--- src/hdl/mbu_pkg.sv ---
`default_nettype none

package mbu_pkg;

   //////////////////////////////
   // Sizes
   //////////////////////////////

   // Eight bank registers MB0 to MB7
   localparam int NUM_BANKS = 8;
   localparam int BANK_W    = 8;
   localparam int IDX_W     = 3;
   // Micro-address width of the control unit
   localparam int ADDR_W    = 5;

   //////////////////////////////
   // Address codes
   //////////////////////////////

   // MBP on the read and write micro-address buses
   localparam logic [ADDR_W-1:0] RADDR_MBP       = 5'b01100;
   localparam logic [ADDR_W-1:0] WADDR_MBP       = 5'b01100;
   // Upper waddr bits of the four AR <- MBx loads
   localparam logic [2:0]        WADDR_AR_MBX_HI = 3'b001;
   // I/O window 0x08 to 0x0F
   localparam logic [4:0]        IO_BASE_HI      = 5'b00001;

   //////////////////////////////
   // Types
   //////////////////////////////

   // One decoded access per request
   typedef enum logic [2:0] {
      FUNC_NONE  = 3'd0,
      FUNC_IO_RD = 3'd1,
      FUNC_IO_WR = 3'd2,
      FUNC_CU_RD = 3'd3,
      FUNC_CU_WR = 3'd4,
      FUNC_AR_LD = 3'd5
   } mbu_func_e;

   // Where a read value is headed
   typedef enum logic [1:0] {
      ROUTE_IBUS = 2'd0,
      ROUTE_DB   = 2'd1,
      ROUTE_AR   = 2'd2
   } mbu_route_e;

   // Request as seen on the processor side
   typedef struct packed {
      logic [ADDR_W-1:0] raddr;
      logic [ADDR_W-1:0] waddr;
      logic              idxen;
      logic [IDX_W-1:0]  ir;
      logic [7:0]        ab;
      logic              io_rd;
      logic              io_wr;
      logic [BANK_W-1:0] data;
   } mbu_req_t;

   // Decoder output
   typedef struct packed {
      mbu_func_e         func;
      logic [IDX_W-1:0]  sel;
      logic [BANK_W-1:0] wdata;
   } mbu_ctl_t;

   // Response payload
   typedef struct packed {
      logic [BANK_W-1:0] data;
      mbu_route_e        route;
   } mbu_rsp_t;

   // Power-on value of every bank read
   // Bit 7 follows the front-panel RAM/ROM switch
   function automatic logic [BANK_W-1:0] default_byte(input logic rom_sel);
      default_byte = {rom_sel, {(BANK_W-1){1'b0}}};
   endfunction

endpackage

`default_nettype wire

--- src/hdl/mbu_addr_decode.sv ---
`timescale 1ns/10ps
`default_nettype none

// Request decoder
// Stands in for the address decoders and the control ROM
module mbu_addr_decode (
   input  mbu_pkg::mbu_req_t req,
   output mbu_pkg::mbu_ctl_t ctl
);

   //////////////////////////////
   // Address matches
   //////////////////////////////

   logic                      io_req;
   logic                      io_hit;
   logic                      cu_rd_hit;
   logic                      cu_wr_hit;
   logic                      ar_hit;
   logic [mbu_pkg::IDX_W-1:0] io_sel;
   logic [mbu_pkg::IDX_W-1:0] ar_sel;

   // Any I/O strobe present
   assign io_req    = req.io_rd | req.io_wr;

   // One register per address in 0x08 to 0x0F
   assign io_hit    = io_req && (req.ab[7:3] == mbu_pkg::IO_BASE_HI);

   // MBP read and write micro-addresses
   assign cu_rd_hit = (req.raddr == mbu_pkg::RADDR_MBP);
   assign cu_wr_hit = (req.waddr == mbu_pkg::WADDR_MBP);

   // Group of four waddrs loading AR with an MBx value
   assign ar_hit    = (req.waddr[mbu_pkg::ADDR_W-1:2] == mbu_pkg::WADDR_AR_MBX_HI);

   //////////////////////////////
   // Register index sources
   //////////////////////////////

   // Low address bits pick the register in the I/O window
   assign io_sel = req.ab[mbu_pkg::IDX_W-1:0];

   // Indexed form takes ir
   // plain form takes the two low waddr bits
   assign ar_sel = req.idxen ? req.ir
                             : {{(mbu_pkg::IDX_W-2){1'b0}}, req.waddr[1:0]};

   //////////////////////////////
   // Priority resolution
   //////////////////////////////

   always_comb begin
      // Nothing recognised unless a match below
      ctl.func  = mbu_pkg::FUNC_NONE;
      ctl.sel   = '0;
      // Write data always follows the request
      ctl.wdata = req.data;

      if (io_hit) begin
         // Read strobe wins if both are set
         if (req.io_rd) begin
            ctl.func = mbu_pkg::FUNC_IO_RD;
         end else begin
            ctl.func = mbu_pkg::FUNC_IO_WR;
         end
         ctl.sel = io_sel;
      end else if (cu_rd_hit) begin
         // MBP lives in MB0
         ctl.func = mbu_pkg::FUNC_CU_RD;
         ctl.sel  = '0;
      end else if (cu_wr_hit) begin
         ctl.func = mbu_pkg::FUNC_CU_WR;
         ctl.sel  = '0;
      end else if (ar_hit) begin
         ctl.func = mbu_pkg::FUNC_AR_LD;
         ctl.sel  = ar_sel;
      end
   end

endmodule

`default_nettype wire

--- src/hdl/mbu_control.sv ---
`timescale 1ns/10ps
`default_nettype none

// Handshake, enable flag and response register
module mbu_control (
   input  logic                        clk,
   input  logic                        rst_n,
   input  mbu_pkg::mbu_ctl_t           ctl,
   input  logic                        req_valid,
   input  logic                        rsp_ready,
   input  logic                        rom_sel,
   input  logic [mbu_pkg::BANK_W-1:0]  rd_data,
   output logic                        req_ready,
   output logic                        wr_en,
   output logic                        ar_ld,
   output logic [mbu_pkg::IDX_W-1:0]   rd_sel,
   output logic [mbu_pkg::BANK_W-1:0]  ar_data,
   output mbu_pkg::mbu_rsp_t           rsp,
   output logic                        rsp_valid,
   output logic                        enabled
);

   logic                       accept;
   logic                       enabled_q;
   logic                       rsp_valid_q;
   logic                       has_rsp;
   logic                       is_write;
   logic [mbu_pkg::BANK_W-1:0] rd_val;
   mbu_pkg::mbu_route_e        route_d;
   mbu_pkg::mbu_rsp_t          rsp_q;

   //////////////////////////////
   // Request handshake
   //////////////////////////////

   // Free slot, or the pending response leaves this cycle
   assign req_ready = !rsp_valid_q || rsp_ready;
   assign accept    = req_valid && req_ready;

   // Function classes
   always_comb begin
      has_rsp  = 1'b0;
      is_write = 1'b0;
      route_d  = mbu_pkg::ROUTE_IBUS;
      unique case (ctl.func)
         mbu_pkg::FUNC_IO_RD: begin
            // IN instruction drives DB
            has_rsp = 1'b1;
            route_d = mbu_pkg::ROUTE_DB;
         end
         mbu_pkg::FUNC_CU_RD: begin
            has_rsp = 1'b1;
            route_d = mbu_pkg::ROUTE_IBUS;
         end
         mbu_pkg::FUNC_AR_LD: begin
            // Value heads for AR[23:16]
            has_rsp = 1'b1;
            route_d = mbu_pkg::ROUTE_AR;
         end
         mbu_pkg::FUNC_IO_WR,
         mbu_pkg::FUNC_CU_WR: begin
            is_write = 1'b1;
         end
         default: begin
            // FUNC_NONE is swallowed
            has_rsp  = 1'b0;
         end
      endcase
   end

   // Strobes only fire on an accepted request
   assign wr_en  = accept && is_write;
   assign ar_ld  = accept && (ctl.func == mbu_pkg::FUNC_AR_LD);
   assign rd_sel = ctl.sel;

   //////////////////////////////
   // Enable flag
   //////////////////////////////

   // Cleared by reset, set by the first I/O write
   always_ff @(posedge clk or negedge rst_n) begin
      if (!rst_n) begin
         enabled_q <= 1'b0;
      end else if (accept && (ctl.func == mbu_pkg::FUNC_IO_WR)) begin
         enabled_q <= 1'b1;
      end
   end

   assign enabled = enabled_q;

   // Disabled bank reads as the power-on default
   assign rd_val  = enabled_q ? rd_data : mbu_pkg::default_byte(rom_sel);

   // Same value goes to aext on an AR load
   assign ar_data = rd_val;

   //////////////////////////////
   // Response register
   //////////////////////////////

   // Valid rises one cycle after acceptance
   // and holds until the consumer takes it
   always_ff @(posedge clk or negedge rst_n) begin
      if (!rst_n) begin
         rsp_valid_q <= 1'b0;
      end else if (accept && has_rsp) begin
         rsp_valid_q <= 1'b1;
      end else if (rsp_ready) begin
         rsp_valid_q <= 1'b0;
      end
   end

   // Payload only moves on a new read or load
   always_ff @(posedge clk) begin
      if (accept && has_rsp) begin
         rsp_q.data  <= rd_val;
         rsp_q.route <= route_d;
      end
   end

   assign rsp       = rsp_q;
   assign rsp_valid = rsp_valid_q;

endmodule

`default_nettype wire

--- src/hdl/mbu_bank_regs.sv ---
`timescale 1ns/10ps
`default_nettype none

// Bank register file MB0 to MB7 and the address extension
module mbu_bank_regs (
   input  logic                        clk,
   input  logic                        rst_n,
   input  logic                        wr_en,
   input  logic                        ar_ld,
   input  logic [mbu_pkg::IDX_W-1:0]   sel,
   input  logic [mbu_pkg::BANK_W-1:0]  wdata,
   input  logic [mbu_pkg::BANK_W-1:0]  ar_data,
   input  logic                        rom_sel,
   output logic [mbu_pkg::BANK_W-1:0]  rd_data,
   output logic [mbu_pkg::BANK_W-1:0]  aext
);

   //////////////////////////////
   // Register file
   //////////////////////////////

   // Behaves like the SRAM it replaces
   // Contents are random until written
   logic [mbu_pkg::BANK_W-1:0] mb [mbu_pkg::NUM_BANKS];

   always_ff @(posedge clk) begin
      if (wr_en) begin
         mb[sel] <= wdata;
      end
   end

   // Asynchronous read port
   assign rd_data = mb[sel];

   //////////////////////////////
   // Address extension
   //////////////////////////////

   logic [mbu_pkg::BANK_W-1:0] aext_q;
   logic                       aext_loaded;

   // Tracks whether AR has ever been loaded since reset
   always_ff @(posedge clk or negedge rst_n) begin
      if (!rst_n) begin
         aext_loaded <= 1'b0;
      end else if (ar_ld) begin
         aext_loaded <= 1'b1;
      end
   end

   // Loaded value, visible with the response
   always_ff @(posedge clk) begin
      if (ar_ld) begin
         aext_q <= ar_data;
      end
   end

   // Power-on default until the first AR load
   // ROM position of the switch gives 0x80
   assign aext = aext_loaded ? aext_q : mbu_pkg::default_byte(rom_sel);

endmodule

`default_nettype wire

--- src/hdl/mbu.sv ---
`timescale 1ns/10ps
`default_nettype none

// Memory bank unit
// Eight 8-bit bank registers extending the processor address
module mbu (
   input  logic                        clk,
   input  logic                        rst_n,
   // Request channel
   input  mbu_pkg::mbu_req_t           req,
   input  logic                        req_valid,
   output logic                        req_ready,
   // Response channel
   output mbu_pkg::mbu_rsp_t           rsp,
   output logic                        rsp_valid,
   input  logic                        rsp_ready,
   // Front-panel RAM/ROM switch
   input  logic                        rom_sel,
   // Address extension to AR[23:16]
   output logic [mbu_pkg::BANK_W-1:0]  aext
);

   mbu_pkg::mbu_ctl_t          ctl;
   logic                       wr_en;
   logic                       ar_ld;
   logic [mbu_pkg::IDX_W-1:0]  rd_sel;
   logic [mbu_pkg::BANK_W-1:0] rd_data;
   logic [mbu_pkg::BANK_W-1:0] ar_data;

   //////////////////////////////
   // Decode
   //////////////////////////////

   mbu_addr_decode i_decode (
      .req (req),
      .ctl (ctl)
   );

   //////////////////////////////
   // Control
   //////////////////////////////

   // Enable flag stays internal at this level
   mbu_control i_control (
      .clk       (clk),
      .rst_n     (rst_n),
      .ctl       (ctl),
      .req_valid (req_valid),
      .rsp_ready (rsp_ready),
      .rom_sel   (rom_sel),
      .rd_data   (rd_data),
      .req_ready (req_ready),
      .wr_en     (wr_en),
      .ar_ld     (ar_ld),
      .rd_sel    (rd_sel),
      .ar_data   (ar_data),
      .rsp       (rsp),
      .rsp_valid (rsp_valid),
      .enabled   ()
   );

   //////////////////////////////
   // Register bank
   //////////////////////////////

   // Write data comes straight from the decoded request
   mbu_bank_regs i_bank_regs (
      .clk     (clk),
      .rst_n   (rst_n),
      .wr_en   (wr_en),
      .ar_ld   (ar_ld),
      .sel     (rd_sel),
      .wdata   (ctl.wdata),
      .ar_data (ar_data),
      .rom_sel (rom_sel),
      .rd_data (rd_data),
      .aext    (aext)
   );

endmodule

`default_nettype wire

--- config.mk ---
export PLATFORM = sky130hd
export DESIGN_NAME = mbu
export DESIGN_NICKNAME = d
export VERILOG_FILES = /design/src/hdl/mbu_pkg.sv /design/src/hdl/mbu_addr_decode.sv /design/src/hdl/mbu_control.sv /design/src/hdl/mbu_bank_regs.sv /design/src/hdl/mbu.sv
export SDC_FILE = /design/constraint.sdc
export NUM_CORES = 1
export LEC_CHECK = 0
export ABC_CLOCK_PERIOD_IN_PS = 3600
export BUFFER_PORTS_ARGS = -buffer_cell sky130_fd_sc_hd__buf_2
export CAP_MARGIN = 10
export CORE_MARGIN = 2
export CORE_UTILIZATION = 45
export CTS_BUF_LIST = sky130_fd_sc_hd__clkbuf_4
export CTS_CLUSTER_SIZE = 8
export DETAILED_ROUTE_END_ITERATION = 8
export PLACE_DENSITY = 0.7
export SETUP_SLACK_MARGIN = 0.5
export SLEW_MARGIN = 20
export SYNTH_ARGS = -nofsm -noshare
export SYNTH_HDL_FRONTEND = slang
export SYNTH_SLANG_ARGS = --single-unit
--- constraint.sdc ---
create_clock -name clk -period 3.6 [get_ports clk]
set_clock_uncertainty 0.05 [all_clocks]
set_input_delay 0.36 -clock clk [delete_from_list [all_inputs] [get_ports clk]]
set_output_delay 0.36 -clock clk [all_outputs]
set_load 0.02 [all_outputs]
# After elaboration in Yosys (flattened, before gate mapping)
# Memory sizes are Yosys's and may differ from the RTL's.
# Index checks and enable logic that the tools add are counted.
# totals
regBits,21
latch_bits,0
mem_bits_rw,64
romBits,0
input_bits,37
out_inout_bits,20
wordCells,43
n_memories,1
# mem_list
name,words,word_bits,rd,rd_ports_with_merged_regs,write_ports,line,text
i_bank_regs.mb,8,8,1,0,1,mbu_bank_regs.sv:24,logic [mbu_pkg::BANK_W-1:0] mb [mbu_pkg::NUM_BANKS];
# classes
add_sub_neg,0
mul,0
div,0
n_lt_le_gt_ge,0
n_eq_ne,9
shifts,0
mux,15
bitwise_logic,1
reduce_logical,11
# op_table
op,n
two-way mux 6 bit,4
two-way mux 8 bit,2
== test 5 x 4 -> 1 bit (second input constant),2
== test 3 x 1 -> 1 bit (second input constant),2
== test 3 x 2 -> 1 bit (second input constant),2
== test 3 bit (second input constant),2
logical AND 1 bit,6
two-way mux 1 bit,6
== test 5 x 1 -> 1 bit (second input constant),1
case mux 2 bit (2 select lines),1
two-way mux 3 bit,1
OR reduction 3 bit,1
two-way mux 2 bit,1
nonzero test 2 bit,1
OR reduction 2 bit,1
zero test 1 bit,1
logical OR 1 bit,1
bitwise OR 1 bit,1

# Longest topological paths before layout
# logic_depth
ltp_word,11
ltp_mapped,9
depth_no_buf,6

# Hierarchy
# A second synthesis with hierarchy kept.
# hier_totals
cells_unflattened,222
area_unflattened_um2,3659.8
# by_module_without_submodules
mod,n_inst,cells_each,area_per_inst_um2,seq_area_each_um2
mbu_bank_regs,1,156,2895.3,2187.1
mbu_control,1,36,518.0,350.3
mbu_addr_decode,1,30,246.5,0.0

# Worst setup path before layout
# OpenSTA, ideal clock, no wires.
# synth_path
kind,input-to-reg
start,input port req[14] in the netlist's numbering
end,"memory i_bank_regs.mb[0][0] in the netlist's numbering, enable pin"
setup_time_ps,383
t_arrival_ps,2587
t_required_ps,3167
slack_ps,579
cell_stages,7
path_buffers,2
cell_sequence,or4b_4 > or3_1 > buf_6 > mux2i_4 > buf_4 > nand3_1 > nor3_1
# synth_between
elab_chain_cells,9
word_cells_on_any_way,10
classes_between,3 x eq/ne; 4 x mux; 3 x reduce/logical
# synth_rtl
element,line,text
start: declaration,mbu.sv:10,"input mbu_pkg::mbu_req_t req,"
== test 5 x 1 -> 1 bit (*),mbu_addr_decode.sv:27,assign io_hit = io_req && (req.ab[7:3] == mbu_pkg::IO_BASE_HI);
logical AND 1 bit (*),mbu_addr_decode.sv:27,
two-way mux 6 bit (*),mbu_addr_decode.sv:59,if (io_hit) begin
== test 3 bit or == test 3 x 2 -> 1 bit (tied branches),mbu_control.sv:45,unique case (ctl.func)
OR reduction 2 bit,mbu_control.sv:45,
two-way mux 1 bit,mbu_control.sv:45,
logical AND 1 bit,mbu_control.sv:72,assign wr_en = accept && is_write;
two-way mux 1 bit,mbu_bank_regs.sv:27,if (wr_en) begin
two-way mux 1 bit (implied by the code),mbu_bank_regs.sv:28,mb[sel] <= wdata;
end: declaration,mbu_bank_regs.sv:24,
# Every way passes the cells marked *; elsewhere a longest branch is shown, timed or not.

# Worst setup path in the final report
# layout_path
start,input port req[14] in the netlist's numbering
end,"register i_control.rsp_q, in the netlist i_control.rsp[3], data pin"
# layout_between
elab_chain_cells,5
# layout_rtl
element,line,text
== test 5 x 1 -> 1 bit,mbu_addr_decode.sv:27,
logical AND 1 bit,mbu_addr_decode.sv:27,
two-way mux 6 bit,mbu_addr_decode.sv:59,
memory read (8 x 8 bit),-,
two-way mux 8 bit,mbu_control.sv:92,assign rd_val = enabled_q ? rd_data : mbu_pkg::default_byte(rom_sel);
net ar_data (one bit),mbu.sv:28,logic [mbu_pkg::BANK_W-1:0] ar_data;
end: declaration,mbu_control.sv:30,mbu_pkg::mbu_rsp_t rsp_q;
# The timed path passes the listed nets, and every way through them passes these cells.
# A chain may end at the register's enable or synchronous reset.

==> metrics <==
outcome=finished, final reports clean; footprint of the multi-input gates=992.2 um2; Max VDD drop=0.2384 mV; Layout Nets=339; initial antenna violation count=0; Detailed Place HPWL=5095 um; register area share after synthesis=70.49%; first-pass GRT wire length=approximately 11000 um; top post-synthesis cells by area=edfxtp_1 68%, mux2i_1 3.1%, dfrtp_1 2.1%, nand2_1 1.9%, mux2_2 1.9%; Final period util=77.10%; Worst Hold Depth=2; Post-Syn Area=about 3600 um2; final hold vios=0; GPL Wtd Cong=0.8741; PortBufs=56; # DRC=0; RR Endpoint=i_bank_regs.mb[4][7]; RSZ-0062 raised after global routing=false; count of cell types in the netlist=46; later-pin clock latency in the skew report=0.42 ns; Filler cells=645; Critical Path End Type=flop; chip height=93.44 um; Vias=between 2000 and 2500; vias in the first global route=2156; synthesized flop and latch total=85; post-cts repair resize count=0; pin count of the biggest net entering global routing=19; worst slew pin tran=0.6763 ns; leakage power=1.513 nW; WHS Endpoint=i_control.enabled; syn avg cell area=about 16 um2; Critical Path Source=req[14]; syn nets=roughly 260; Num Clock Sinks=85; Starting DRT DRC Count=~120; Synth Flop Type=edfxtp_1; number of H-tree levels=3; CP Data Required Time=~3.7 ns; ys async rst share=3.529%; Routed WL=7219 um; CTS Root Cell=clkbuf_4; DRT met1 WL=3216 um; Worst Path Max Fanout=18; final setup TNS=0 ns; WL/cell=17.65 um; clk slew on worst S/H paths=0.12 ns; grt ovf=0; number of CTS-inserted buffers=9; reg2reg setup slack=1.77 ns; worst hold path class=in -> reg; Post-Synthesis Cells=226; PwrDens=425.4 nW/um2; CTS tree=done; post-route ant nets=0; worst flop-to-flop path startpoint=i_control.rsp_valid; GRT Total Usage=17.79%; Final setup viols=0; DR vias/cell=5.293; antenna diode count=0; fin crit period=2.775 ns; Synth top area share=68.40%; placed cells=392; Site Rows=32; FF/Latch Area=2537 um2; die area=just under 9000 um2; Rel. slew slack=54.30%; beginning of the worst hold path=req_valid; DR top layer=met4; chip width=around 93 um; max cap viols=0; CORE AREA=7727 um2; Detail Route met3 WL=511 um; postcts setup bufs=0; layout cells sized above 1=36.16%; IO Count=57; Max Slew Vio Count=0; drt pass-1 iters=4; area leader, netlist=edfxtp_1; count leader, synth=edfxtp_1; critical path startpoint category=input port; Clock Tree Buf Depth=2; f_max=~360 MHz; routed length on met2=~3300 um; Post-synth EDFFs=82; Worst Path Arrival=2.90 ns; CP Class=in -> reg; area grow syn2layout=17.03%; initial core utilization=46.58%; Design Power=1.792 mW; Synth Warn #=0; synth cell count leaders=82 x edfxtp_1, 18 x nand2_1, 12 x nor2_1; Reg2Reg Depth=6; final non-filler cell total=409
==> critical path, stage by stage <==
cell and delay (ns):
buf_2 0.09, or4b_4 0.53, or3_1 0.56, mux2i_4 0.59, nand2_1 0.33, o21ai_1 0.21, and4b_1 0.22
==> timing repair <==
item	CTS	global route
setup endpoints to repair	0	0
hold buffers	1	0
endpoints found under the hold margin	3	0
==> where the power goes <==
part / total, mW / internal (mW) / switching (mW)
sequential: 1.11 / 1.10 / 0.0115
combinational: 0.146 / 0.0608 / 0.0856
clock: 0.534 / 0.219 / 0.315
==> routing by layer <==
metal  track usage [%]  vias to the layer above
met5                 0                        -
met4             8.456                        0
met3             3.546                       13
met2             28.24                       72
met1             23.57                     1027
li1                  -                     1053
==> sequential cells by signal, indices dropped and copies added, names as in the netlist <==
signal,flops
i_bank_regs.mb,64
i_control.rsp,10
i_bank_regs.aext_q,8
i_bank_regs.aext_loaded,1
i_control.enabled,1
i_control.rsp_valid,1
==> cell families (layout without fill, tap and decap cells) <==
logic type             count (synthesis)  count (layout)  synth area share [%]
DFF                                   85              85                 70.49
buffers and inverters                 10              91                 1.946
AOI/OAI and AO/OA                     46              46                 10.50
and+or+nand+nor                       61              61                 8.898
muxes                                 24              24                 8.168
==> placed cells by master, fill, tap and decap left out, types with 6 or more instances in the layout <==
cell type / count
edfxtp_1: 82
buf_2: 56
nand2_1: 18
buf_4: 16
nor2_1: 12
mux2i_1: 11
clkbuf_4: 10
and2_1: 9
nor3_1: 6
mux2_2: 6
==> worst max-delay path by stage <==
stage                     slack [ns]  cells after the start               endpoint
after floorplan                 0.58                      7   i_bank_regs.mb[0][0]
after global placement          0.46                      7       i_control.rsp[5]
after detailed placement        0.43                      7  i_bank_regs.aext_q[1]
after CTS                       0.87                      7       i_control.rsp[3]
after global routing            0.71                      7   i_bank_regs.mb[0][1]
final                           0.82                      7       i_control.rsp[3]
==> stage by stage <==
step                utilization [%]  setup slack [ns]  hold WS (ns)  area [um2]
floorplan                         -            0.5793       0.01441        3600
detailed placement            52.61            0.4253        0.1096        4065
global route                  54.52            0.7073        0.1544        4213
finish                        54.52            0.8245        0.1424        4213
CTS                           54.52            0.8677        0.1262        4213
global placement              52.61            0.4644        0.1076        4065
==> final cells by class <==
class	count	share of cell area [%]
sequential	85	60.23
multi-input combinational	131	23.55
clock buffer	10	1.782
timing repair buffer	73	9.742
tap	102	3.029
clock inverter	6	1.485
inverter	2	0.1782
(Power assumes the default switching activity.)
